===== src/source/machine_word_pkg.sv =====
// Widths and vector types for addresses and data words of the fetch path.
// Referenced by scoped name from the control package and every RTL block.

`default_nettype none

package machine_word_pkg;

   //////////////////////////////////////////////////////////////////////
   // Widths
   //////////////////////////////////////////////////////////////////////

   // Byte address held in the location counter
   localparam int LC_WIDTH = 26;

   // Memory word and result bus width
   localparam int WORD_WIDTH = 32;

   // One macroinstruction
   localparam int HALF_WIDTH = 16;

   //////////////////////////////////////////////////////////////////////
   // Vector types
   //////////////////////////////////////////////////////////////////////

   // LC byte address
   typedef logic [LC_WIDTH-1:0] lc_t;

   // Word address, LC bits 25:2
   typedef logic [LC_WIDTH-3:0] word_addr_t;

   // Memory data or result bus word
   typedef logic [WORD_WIDTH-1:0] word_t;

   // Halfword or zero-extended byte handed to decode
   typedef logic [HALF_WIDTH-1:0] halfword_t;

endpackage

`default_nettype wire

===== src/source/fetch_control_pkg.sv =====
// Control encodings and bundled transfers of the macroinstruction fetch path.
// Covers the microcycle state, the mf readback select, the LC control bits
// and the memory and instruction transfer structs.

`default_nettype none

package fetch_control_pkg;

   //////////////////////////////////////////////////////////////////////
   // One-hot microcycle state
   //////////////////////////////////////////////////////////////////////

   typedef enum logic [4:0] {
      S_IDLE  = 5'b00001,
      S_FETCH = 5'b00010,
      S_MMU   = 5'b00100,
      S_WRITE = 5'b01000,
      S_ALU   = 5'b10000
   } machine_state_t;

   // Source driven onto mf
   typedef enum logic [1:0] {
      MF_NONE = 2'd0,
      MF_LC   = 2'd1,
      MF_MD   = 2'd2,
      MF_VMA  = 2'd3
   } mf_source_t;

   //////////////////////////////////////////////////////////////////////
   // Bundles
   //////////////////////////////////////////////////////////////////////

   // Microcode controls for the location counter
   typedef struct packed {
      logic destlc;
      logic lcinc;
      logic lc_byte_mode;
      logic int_enable;
      logic sequence_break;
   } lc_ctrl_t;

   // One-word read toward memory
   typedef struct packed {
      logic                         read;
      machine_word_pkg::word_addr_t addr;
   } mem_req_t;

   // Memory answer one cycle after the read
   typedef struct packed {
      logic                    valid;
      machine_word_pkg::word_t data;
   } mem_resp_t;

   // Extracted macroinstruction
   typedef struct packed {
      logic                        strobe;
      logic                        byte_mode;
      machine_word_pkg::halfword_t instr;
   } macro_instr_t;

endpackage

`default_nettype wire


===== src/source/macro_fetch_top.sv =====
// Top level of the macroinstruction fetch path.
// Ties the sequencer, location counter, instruction buffer and extractor
// together; memory sits outside on mem_req and mem_resp.

`timescale 1ns/1ps
`default_nettype none

module macro_fetch_top (
   input  wire logic                          clk,
   input  wire logic                          reset,
   input  wire logic                          run,
   input  fetch_control_pkg::lc_ctrl_t        ctrl,
   input  machine_word_pkg::word_t            ob,
   input  fetch_control_pkg::mf_source_t      mf_sel,
   input  fetch_control_pkg::mem_resp_t       mem_resp,
   output fetch_control_pkg::mem_req_t        mem_req,
   output machine_word_pkg::lc_t              lc,
   output machine_word_pkg::word_t            mf,
   output fetch_control_pkg::macro_instr_t    instr_out
);

   fetch_control_pkg::machine_state_t state;
   machine_word_pkg::word_t           md;
   logic                              needfetch;

   cycle_sequencer cycle_sequencer_i (
      .clk   (clk),
      .reset (reset),
      .run   (run),
      .state (state)
   );

   location_counter location_counter_i (
      .clk       (clk),
      .reset     (reset),
      .state     (state),
      .ctrl      (ctrl),
      .ob        (ob),
      .mem_resp  (mem_resp),
      .md        (md),
      .mf_sel    (mf_sel),
      .lc        (lc),
      .needfetch (needfetch),
      .mem_req   (mem_req),
      .mf        (mf)
   );

   instruction_buffer instruction_buffer_i (
      .clk      (clk),
      .reset    (reset),
      .mem_resp (mem_resp),
      .md       (md)
   );

   macroinstruction_extractor macroinstruction_extractor_i (
      .clk          (clk),
      .reset        (reset),
      .state        (state),
      .lc           (lc),
      .lc_byte_mode (ctrl.lc_byte_mode),
      .needfetch    (needfetch),
      .md           (md),
      .instr_out    (instr_out)
   );

endmodule

`default_nettype wire


===== src/source/macroinstruction_extractor.sv =====
// Macroinstruction extractor.
// In the alu phase, once the word under the LC is buffered, picks the
// halfword or zero-extended byte the LC points at and strobes it out.

`timescale 1ns/1ps
`default_nettype none

module macroinstruction_extractor (
   input  wire logic                              clk,
   input  wire logic                              reset,
   input  fetch_control_pkg::machine_state_t      state,
   input  machine_word_pkg::lc_t                  lc,
   input  wire logic                              lc_byte_mode,
   input  wire logic                              needfetch,
   input  machine_word_pkg::word_t                md,
   output fetch_control_pkg::macro_instr_t        instr_out
);

   logic                        issue;
   machine_word_pkg::halfword_t selected;

   assign issue = (state == fetch_control_pkg::S_ALU) && !needfetch;

   always_comb begin
      if (lc_byte_mode) begin
         case (lc[1:0])
            2'd0:    selected = {8'b0, md[7:0]};
            2'd1:    selected = {8'b0, md[15:8]};
            2'd2:    selected = {8'b0, md[23:16]};
            default: selected = {8'b0, md[31:24]};
         endcase
      end else begin
         selected = lc[1] ? md[31:16] : md[15:0];
      end
   end

   // Strobe lands in the fetch phase after the alu that chose it
   always_ff @(posedge clk) begin
      if (reset) begin
         instr_out.strobe <= 1'b0;
      end else begin
         instr_out.strobe <= issue;
      end
   end

   always_ff @(posedge clk) begin
      if (issue) begin
         instr_out.instr     <= selected;
         instr_out.byte_mode <= lc_byte_mode;
      end
   end

endmodule

`default_nettype wire


===== src/source/instruction_buffer.sv =====
// Instruction word buffer that serves as the md register of the fetch path.
// Captures the word memory returns on the valid strobe and holds it for
// the extractor and for mf readback.

`timescale 1ns/1ps
`default_nettype none

module instruction_buffer (
   input  wire logic                        clk,
   input  wire logic                        reset,
   input  fetch_control_pkg::mem_resp_t     mem_resp,
   output machine_word_pkg::word_t          md
);

   //////////////////////////////////////////////////////////////////////
   // Word latch
   //////////////////////////////////////////////////////////////////////

   // Only a valid beat from memory overwrites the held word
   always_ff @(posedge clk) begin
      if (reset) begin
         md <= '0;
      end else if (mem_resp.valid) begin
         md <= mem_resp.data;
      end
   end

endmodule

`default_nettype wire


===== src/source/location_counter.sv =====
// Location counter of the macroinstruction fetch path.
// Holds the byte address of the next macroinstruction, loads it from the
// result bus or steps it by a byte or a halfword, and requests a memory
// read when the word under it has not been fetched yet. Also drives mf.

`timescale 1ns/1ps
`default_nettype none

module location_counter (
   input  wire logic                              clk,
   input  wire logic                              reset,
   input  fetch_control_pkg::machine_state_t      state,
   input  fetch_control_pkg::lc_ctrl_t            ctrl,
   input  machine_word_pkg::word_t                ob,
   input  fetch_control_pkg::mem_resp_t           mem_resp,
   input  machine_word_pkg::word_t                md,
   input  fetch_control_pkg::mf_source_t          mf_sel,
   output machine_word_pkg::lc_t                  lc,
   output logic                                   needfetch,
   output fetch_control_pkg::mem_req_t            mem_req,
   output machine_word_pkg::word_t                mf
);

   // Low nibble sum with the carry into lc[25:4] in bit 4
   logic [4:0]               low_sum;
   machine_word_pkg::lc_t    lc_stepped;
   machine_word_pkg::lc_t    lc_next;
   logic                     word_changed;
   logic                     in_fetch;

   assign in_fetch = (state == fetch_control_pkg::S_FETCH);

   //////////////////////////////////////////////////////////////////////
   // Increment
   //////////////////////////////////////////////////////////////////////

   // Halfword mode adds the lcinc bit twice
   assign low_sum = {1'b0, lc[3:0]}
                  + {4'b0, ctrl.lcinc & ~ctrl.lc_byte_mode}
                  + {4'b0, ctrl.lcinc};

   assign lc_stepped = {lc[25:4] + {21'b0, low_sum[4]}, low_sum[3:0]};

   assign lc_next = ctrl.destlc ? ob[machine_word_pkg::LC_WIDTH-1:0] : lc_stepped;

   // Set when a step moves lc into another word
   assign word_changed = (lc_stepped[25:2] != lc[25:2]);

   always_ff @(posedge clk) begin
      if (reset) begin
         lc <= '0;
      end else if (in_fetch) begin
         lc <= lc_next;
      end
   end

   //////////////////////////////////////////////////////////////////////
   // Fetch flag and memory read
   //////////////////////////////////////////////////////////////////////

   always_ff @(posedge clk) begin
      if (reset) begin
         needfetch <= 1'b1;
      end else if (in_fetch && (ctrl.destlc || word_changed)) begin
         needfetch <= 1'b1;
      end else if (mem_resp.valid) begin
         needfetch <= 1'b0;
      end
   end

   // Read goes out in write, decided from the flag seen in mmu
   always_ff @(posedge clk) begin
      if (reset) begin
         mem_req.read <= 1'b0;
      end else begin
         mem_req.read <= (state == fetch_control_pkg::S_MMU) && needfetch;
      end
   end

   always_ff @(posedge clk) begin
      if (state == fetch_control_pkg::S_MMU) begin
         mem_req.addr <= lc[25:2];
      end
   end

   //////////////////////////////////////////////////////////////////////
   // mf readback
   //////////////////////////////////////////////////////////////////////

   always_comb begin
      mf = '0;
      if (state != fetch_control_pkg::S_IDLE) begin
         case (mf_sel)
            fetch_control_pkg::MF_LC: begin
               // Unibus reset bit is not implemented here and reads 0
               mf = {needfetch, 1'b0, ctrl.lc_byte_mode, 1'b0,
                     ctrl.int_enable, ctrl.sequence_break, lc[25:1], lc[0]};
            end
            fetch_control_pkg::MF_MD: begin
               mf = md;
            end
            fetch_control_pkg::MF_VMA: begin
               mf = {8'b0, lc[25:2]};
            end
            default: begin
               mf = '0;
            end
         endcase
      end
   end

endmodule

`default_nettype wire


===== src/source/cycle_sequencer.sv =====
// Microcycle sequencer of the fetch path.
// Walks fetch, mmu, write and alu one clock each while run is high, and
// always completes the current round before going back to idle.

`timescale 1ns/1ps
`default_nettype none

module cycle_sequencer (
   input  wire logic                              clk,
   input  wire logic                              reset,
   input  wire logic                              run,
   output fetch_control_pkg::machine_state_t      state
);

   fetch_control_pkg::machine_state_t state_next;

   always_ff @(posedge clk) begin
      if (reset) begin
         state <= fetch_control_pkg::S_IDLE;
      end else begin
         state <= state_next;
      end
   end

   //////////////////////////////////////////////////////////////////////
   // Next state
   //////////////////////////////////////////////////////////////////////

   always_comb begin
      case (state)
         fetch_control_pkg::S_IDLE: begin
            state_next = run ? fetch_control_pkg::S_FETCH : fetch_control_pkg::S_IDLE;
         end
         fetch_control_pkg::S_FETCH: begin
            state_next = fetch_control_pkg::S_MMU;
         end
         fetch_control_pkg::S_MMU: begin
            state_next = fetch_control_pkg::S_WRITE;
         end
         fetch_control_pkg::S_WRITE: begin
            state_next = fetch_control_pkg::S_ALU;
         end
         fetch_control_pkg::S_ALU: begin
            // Round boundary is the only place run is sampled
            state_next = run ? fetch_control_pkg::S_FETCH : fetch_control_pkg::S_IDLE;
         end
         default: begin
            state_next = fetch_control_pkg::S_IDLE;
         end
      endcase
   end

endmodule

`default_nettype wire


===== config.mk =====
export PLATFORM = sky130hd
export DESIGN_NAME = macro_fetch_top
export DESIGN_NICKNAME = d
export VERILOG_FILES = /design/src/source/machine_word_pkg.sv /design/src/source/fetch_control_pkg.sv /design/src/source/macro_fetch_top.sv /design/src/source/macroinstruction_extractor.sv /design/src/source/instruction_buffer.sv /design/src/source/location_counter.sv /design/src/source/cycle_sequencer.sv
export SDC_FILE = /design/constraint.sdc
export NUM_CORES = 1
export LEC_CHECK = 0
export BUFFER_PORTS_ARGS = -buffer_cell sky130_fd_sc_hd__buf_2
export CAP_MARGIN = 20
export CELL_PAD_IN_SITES_DETAIL_PLACEMENT = 1
export CELL_PAD_IN_SITES_GLOBAL_PLACEMENT = 1
export CORE_ASPECT_RATIO = 1.2
export CORE_UTILIZATION = 34
export DETAILED_ROUTE_END_ITERATION = 8
export GPL_ROUTABILITY_DRIVEN = 0
export HOLD_SLACK_MARGIN = 0.02
export PLACE_DENSITY = 0.78
export SYNTH_ARGS = -nofsm -noshare
export SYNTH_HDL_FRONTEND = slang
export SYNTH_SLANG_ARGS = --single-unit

===== constraint.sdc =====
create_clock -name clk -period 3 [get_ports clk]
set_input_delay 0.3 -clock clk [delete_from_list [all_inputs] [get_ports clk]]
set_output_delay 0.3 -clock clk [all_outputs]
set_load 0.01 [all_outputs]

==> qor.txt, run 1 <==
post-cts gate resize count -> 0
grt ovf -> 0
H-Tree Depth -> 3
Period minus WS final -> 2.81 ns
post-synthesis cell area -> 5390 um2
Post-Synth Adder-Cell Area -> 1.07%
Via Count -> 5034
Worst EP required -> 3.21 ns
Post-Syn Instances -> 541
Slew headroom -> 32.0%
asr flop ratio synth -> 0%
CP Capture Type -> flop
overall power -> 3.09 mW
Critical Path Fanout Max -> 9
Synth Area in Compound Gates -> 13.5%
CTS tree -> yes
Post-Synth XOR/XNOR Area -> 0.325%
Fmax -> 0.356 GHz
#FFs+latches synth -> 107
vias in the first global route -> 4988
Synth area leader -> dfxtp_1
Max Cap Viol -> 0
Synth Area in Simple Gates -> 17.0%
grt met2 use -> 37.6%
clk_lat worst skew -> 0.36 ns
Die Y -> 140 um
Worst Hold Class -> primary input to flop
Tot GR Track Use -> 22.8%
Period Utilization, post-route -> 93.7%
Inserted Clock Buffers -> 9
largest net degree at the start of global routing -> 58
Pins Over Slew Limit -> 0
Multi-input gate area -> 2670 um2
num ports -> 176
drt wl/cell -> 20.5 um
diode count -> 0
CTS clk-pin slew, worst paths -> 0.08 ns
Synth top area share -> 24.5%
Root Driver -> clkbuf_16
final design instance area without fill -> 6740 um2
core area -> 15500 um2
Post-Syn Nets -> 620
max incr delay on CP -> 0.47 ns
Seq/Total Area, Yosys -> 47.4%
Final HPWL DP -> 13400 um
PwrDens -> 459 nW/um2
cells along the critical path -> fa_1, ha_1, and3_1, ha_1, and3_1, nand3_1, or4_1, o21ai_0, a211oi_1
static leakage -> 2.83 nW
Setup TNS Final -> 0 ns
P&R area growth vs syn -> 25.0%
# nets final -> 767
Peak VDD IR -> 0.270 mV
Final Worst Setup Slack -> 0.188 ns
Area after DPL -> 6450 um2
ANT nets after route -> 0
Final Hold Vio Count -> 0
Rows -> 50
# setup viols final -> 0
crit path max-delay cell type -> dfxtp_1
initial core utilization -> 34.7%
combinational family with the most area after synthesis -> simple AND/OR/NAND/NOR gates
number of synthesized flops with an enable pin -> 41
DP Worst Slack -> 0.134 ns
vias per cell -> 5.59
GRT busiest layer -> met2
RSZ-0062 raised after global routing -> false
commonest non-fill, non-tap cell in the layout -> buf_2
Slew @ Worst Pin -> 1.02 ns
mux cell area share after synthesis -> 16.9%
synthesized area per cell -> 9.96 um2
area of the die -> 16400 um2
Die Wd -> 117 um
port buffer count -> 169
skew final -> 0.00712 ns
post-CTS setup repair buffer count -> 0
Main synth FF type -> dfxtp_1
drt drc -> 0
met1 GRT Util -> 29.4%
layout cells sized above 1 -> 35.4%
status -> finished, final reports clean
Yosys warning count -> 0
commonest non-fill, non-tap cells in the layout -> 169 x buf_2, 102 x nor2_1, 66 x dfxtp_1
wire length of the first global-routing pass -> 28100 um
1st-iter DRT viols -> 337
TritonCTS Sinks -> 107
Synth area leaders -> dfxtp_1 25%, edfxtp_1 23%, mux2i_1 8.4%, nor2_1 7.1%, mux2_2 5.2%
Distinct cells, synth -> 58
initial antenna violation count -> 0
grt met3 use -> 3.83%
layout filler cell count -> 1825
Hold Buf Count CTS -> 0
FF+latch area -> 2550 um2
final WL -> 18400 um
Setup crit start kind -> flop
worst path arrival time -> 3.03 ns
first drt pass iteration count -> 5
kind of critical path -> flop to flop
clk buf depth -> 2
==> cell families (layout without fill, tap and decap cells) <==
group	count (synthesis)	after routing
xor gates and xnor gates	2	2
DFF	107	107
muxes	78	78
AOI/OAI and AO/OA	109	109
buffers and inverters	51	203
adders and majority gates	4	4
and+or+nand+nor	190	190
==> power by group <==
part	leakage, nW	total (mW)	switching (mW)	internal [mW]
registers	0.907	1.59	0.0533	1.54
clock network	0.133	1.18	0.604	0.578
logic	1.79	0.319	0.181	0.137
==> area by class of cell <==
| class | instances | share of cell area (%) |
|---|---|---|
| Clock buffer | 9 | 3.34 |
| Sequential cell | 107 | 37.9 |
| Inverter | 3 | 0.167 |
| Tap cell | 208 | 3.86 |
| Multi-Input combinational cell | 383 | 39.6 |
| Timing Repair Buffer | 184 | 14.2 |
| Clock inverter | 7 | 0.873 |
==> layer usage <==
layer / wire length [um] / vias up / part of all wire [%]
met2: 9160 / 202 / 50
met4: 533 / 0 / 2.9
met1: 7640 / 2517 / 41
li1: - / 2284 / -
met3: 1100 / 31 / 6.0
met5: 0 / - / 0
==> per-stage QoR <==
step                      std cells  hold WS, ns  util, %
after global placement          885        0.495     41.6
after CTS                       901        0.173     43.4
after floorplan                 541        0.399        -
after global routing            901        0.191     43.4
final                           901        0.183     43.4
after detailed placement        885        0.525     41.6
==> final timing paths <==
path / depth (start not counted) / from / slack (ns) / to
worst min-delay path: 3 / mem_resp[25] / 0.18 / instruction_buffer_i.md[25]
worst min register to register: 2 / instruction_buffer_i.md[22] / 0.54 / instruction_buffer_i.md[22]
worst max-delay path: 9 / location_counter_i.lc[0] / 0.19 / location_counter_i.lc[16]
worst max register to register: 9 / location_counter_i.lc[0] / 0.19 / location_counter_i.lc[16]
==> critical path, delay by kind of cell (launching register included) <==
kind,cells,cell delay (ns)
AO/OA/AOI/OAI,2,0.18
adder cells (fa/ha/maj),3,0.81
flip-flops,1,0.47
AND/OR/NAND/NOR,4,1.20
==> registers in the layout (all words and copies together), names as in the netlist <==
| name | flops |
|---|---|
| macroinstruction_extractor_i.instr_out | 18 |
| instruction_buffer_i.md | 32 |
| location_counter_i.mem_req | 25 |
| location_counter_i.needfetch | 1 |
| location_counter_i.lc | 26 |
| cycle_sequencer_i.state | 5 |
==> cells in the mapped netlist, types with 8 or more instances <==
cell	count
mux2i_1	45
a211oi_1	9
mux4_2	8
edfxtp_1	41
buf_1	10
clkbuf_1	32
dfxtp_1	66
nand3_1	11
a21oi_1	22
a22oi_1	34
nand2_1	25
nor2_1	102
o21ai_0	19
mux2_2	25
nor3_1	8
(Power assumes the default switching activity.)
==> run 2, diff against run 1 <==
- BUFFER_PORTS_ARGS: -buffer_cell sky130_fd_sc_hd__buf_2 -> -buffer_cell sky130_fd_sc_hd__clkbuf_2
==> run 2 against run 1 <==
Net effect: clock skew decreased by 0.0025 ns; worst setup slack worse by 0.0088 ns; register-to-register slack about the same; total power is 3.0% higher; wire length is 1.1% lower; core utilization increased by 0.33 points; first-iteration DRC count shrank 25%; final area is 0.76% higher; largest cell class unchanged; largest power group unchanged.
==> qor.txt, run 2 (synthesis gave the netlist of run 1 again) <==
drt drc -> 0
area of the die -> 16400 um2
Setup TNS Final -> 0 ns
Worst EP required -> 3.24 ns
R2R cell count -> 9
Setup crit start kind -> flop
Critical Path Fanout Max -> 9
Slew @ Worst Pin -> 0.865 ns
status -> finished, final reports clean
reg-to-reg critical path startpoint -> location_counter_i.lc[0]
crit path max-delay cell type -> dfxtp_1
CP Capture Type -> flop
Area after DPL -> 6460 um2
final hold slack -> 0.175 ns
# setup viols final -> 0
Period minus WS final -> 2.82 ns
Final HPWL DP -> 13600 um
Worst Hold Class -> primary input to flop
Period Utilization, post-route -> 94.0%
diode count -> 0
internal reg-to-reg setup slack -> 0.18 ns
skew final -> 0.00463 ns
PwrDens -> 469 nW/um2
clk buf depth -> 2
clk_lat worst skew -> 0.36 ns
CTS tree -> yes
final WL -> 18200 um
Final Hold Vio Count -> 0
r2r endpoint -> location_counter_i.lc[16]
H-Tree Depth -> 3
Tot GR Track Use -> 23.0%
num ports -> 176
Via Count -> 4935
GRT busiest layer -> met2
Fmax -> 0.354 GHz
post-cts gate resize count -> 0
static leakage -> 2.84 nW
kind of critical path -> flop to flop
Root Driver -> clkbuf_16
Peak VDD IR -> 0.323 mV
drt wl/cell -> 20.2 um
vias per cell -> 5.47
P&R area growth vs syn -> 26.0%
Crit path max-delay family -> simple AND/OR/NAND/NOR gates
Critical Path Stages -> 9
Slew headroom -> 42.3%
Die Y -> 140 um
Hold Buf Count CTS -> 0
# nets final -> 769
layout cells sized above 1 -> 35.4%
TritonCTS Sinks -> 107
max incr delay on CP -> 0.47 ns
port buffer count -> 169
1st-iter DRT viols -> 254
met1 GRT Util -> 28.5%
hold_sp -> mem_resp[24]
wire length of the first global-routing pass -> 28200 um
cells along the critical path -> fa_1, ha_1, and3_1, ha_1, and3_1, nand3_1, or4_1, o21ai_0, a211oi_1
Max Cap Viol -> 0
core area -> 15500 um2
grt met3 use -> 4.70%
RSZ-0062 raised after global routing -> false
Inserted Clock Buffers -> 9
final design instance area without fill -> 6790 um2
Pins Over Slew Limit -> 0
crit path buf inv count -> 0
Die Wd -> 117 um
largest net degree at the start of global routing -> 33
Rows -> 50
Largest register FFs -> 32
initial antenna violation count -> 0
commonest non-fill, non-tap cells in the layout -> 169 x clkbuf_2, 102 x nor2_1, 66 x dfxtp_1
grt met2 use -> 38.4%
first drt pass iteration count -> 7
ANT nets after route -> 0
commonest non-fill, non-tap cell in the layout -> clkbuf_2
largest registers -> instruction_buffer_i.md: 32 flops, location_counter_i.lc: 26 flops, location_counter_i.mem_req: 25 flops
worst path arrival time -> 3.06 ns
initial core utilization -> 34.7%
Largest Register -> instruction_buffer_i.md
post-CTS setup repair buffer count -> 0
CTS clk-pin slew, worst paths -> 0.07 ns
grt ovf -> 0
vias in the first global route -> 5047
hold path endpoint -> instruction_buffer_i.md[24]
hold path cells -> 3
## run 2: changes by cell type in the layout (fill, tap and decap cells not counted), moves of 2 or more
cell / delta
buf_2: -169
inv_6: -4
clkbuf_2: +169
buf_4: +2
## run 2: final cells by class
type	count	area (um2)
tap	208	260
clock inverter	5	58.8
timing repair buffer	186	973
inverter	3	11.3
multi-input combinational	383	2670
clock buffer	11	264
fill	1826	8730
sequential	107	2550
## run 2: worst max-delay path by stage
stage / from / endpoint / slack (ns)
floorplan: ctrl[2] / location_counter_i.lc[25] / 0.37
global placement: ctrl[3] / location_counter_i.lc[21] / 0.25
detailed placement: ctrl[3] / location_counter_i.lc[16] / 0.04
CTS: location_counter_i.lc[0] / location_counter_i.lc[16] / 0.22
global route: location_counter_i.lc[0] / location_counter_i.lc[16] / 0.01
finish: location_counter_i.lc[0] / location_counter_i.lc[16] / 0.18
## run 2: power breakdown
group | switching, mW | internal (mW) | total, mW
combinational | 0.180 | 0.138 | 0.318
sequential | 0.0532 | 1.54 | 1.59
clock | 0.555 | 0.721 | 1.28
## run 2: layer usage
layer	up-vias	wire length [um]
li1	2296	-
met1	2442	7680
met2	168	9060
met3	29	940
met4	0	546
met5	-	0
## run 2: worst reg2reg max path: stages (launching register included)
cell and delay [ns]:
dfxtp_1 0.47, fa_1 0.33, ha_1 0.24, and3_1 0.20
ha_1 0.23, and3_1 0.43, nand3_1 0.17, or4_1 0.42
o21ai_0 0.12, a211oi_1 0.10
## run 2: stage by stage
step | power (mW) | worst slack (ns) | util, % | instances
after CTS | 3.21 | 0.216 | 43.7 | 903
final | 3.18 | 0.179 | 43.7 | 903
after floorplan | 1.79 | 0.366 | - | 541
after global routing | 3.28 | 0.0111 | 43.7 | 903
after global placement | 1.92 | 0.251 | 41.7 | 887
after detailed placement | 1.94 | 0.0413 | 41.7 | 887
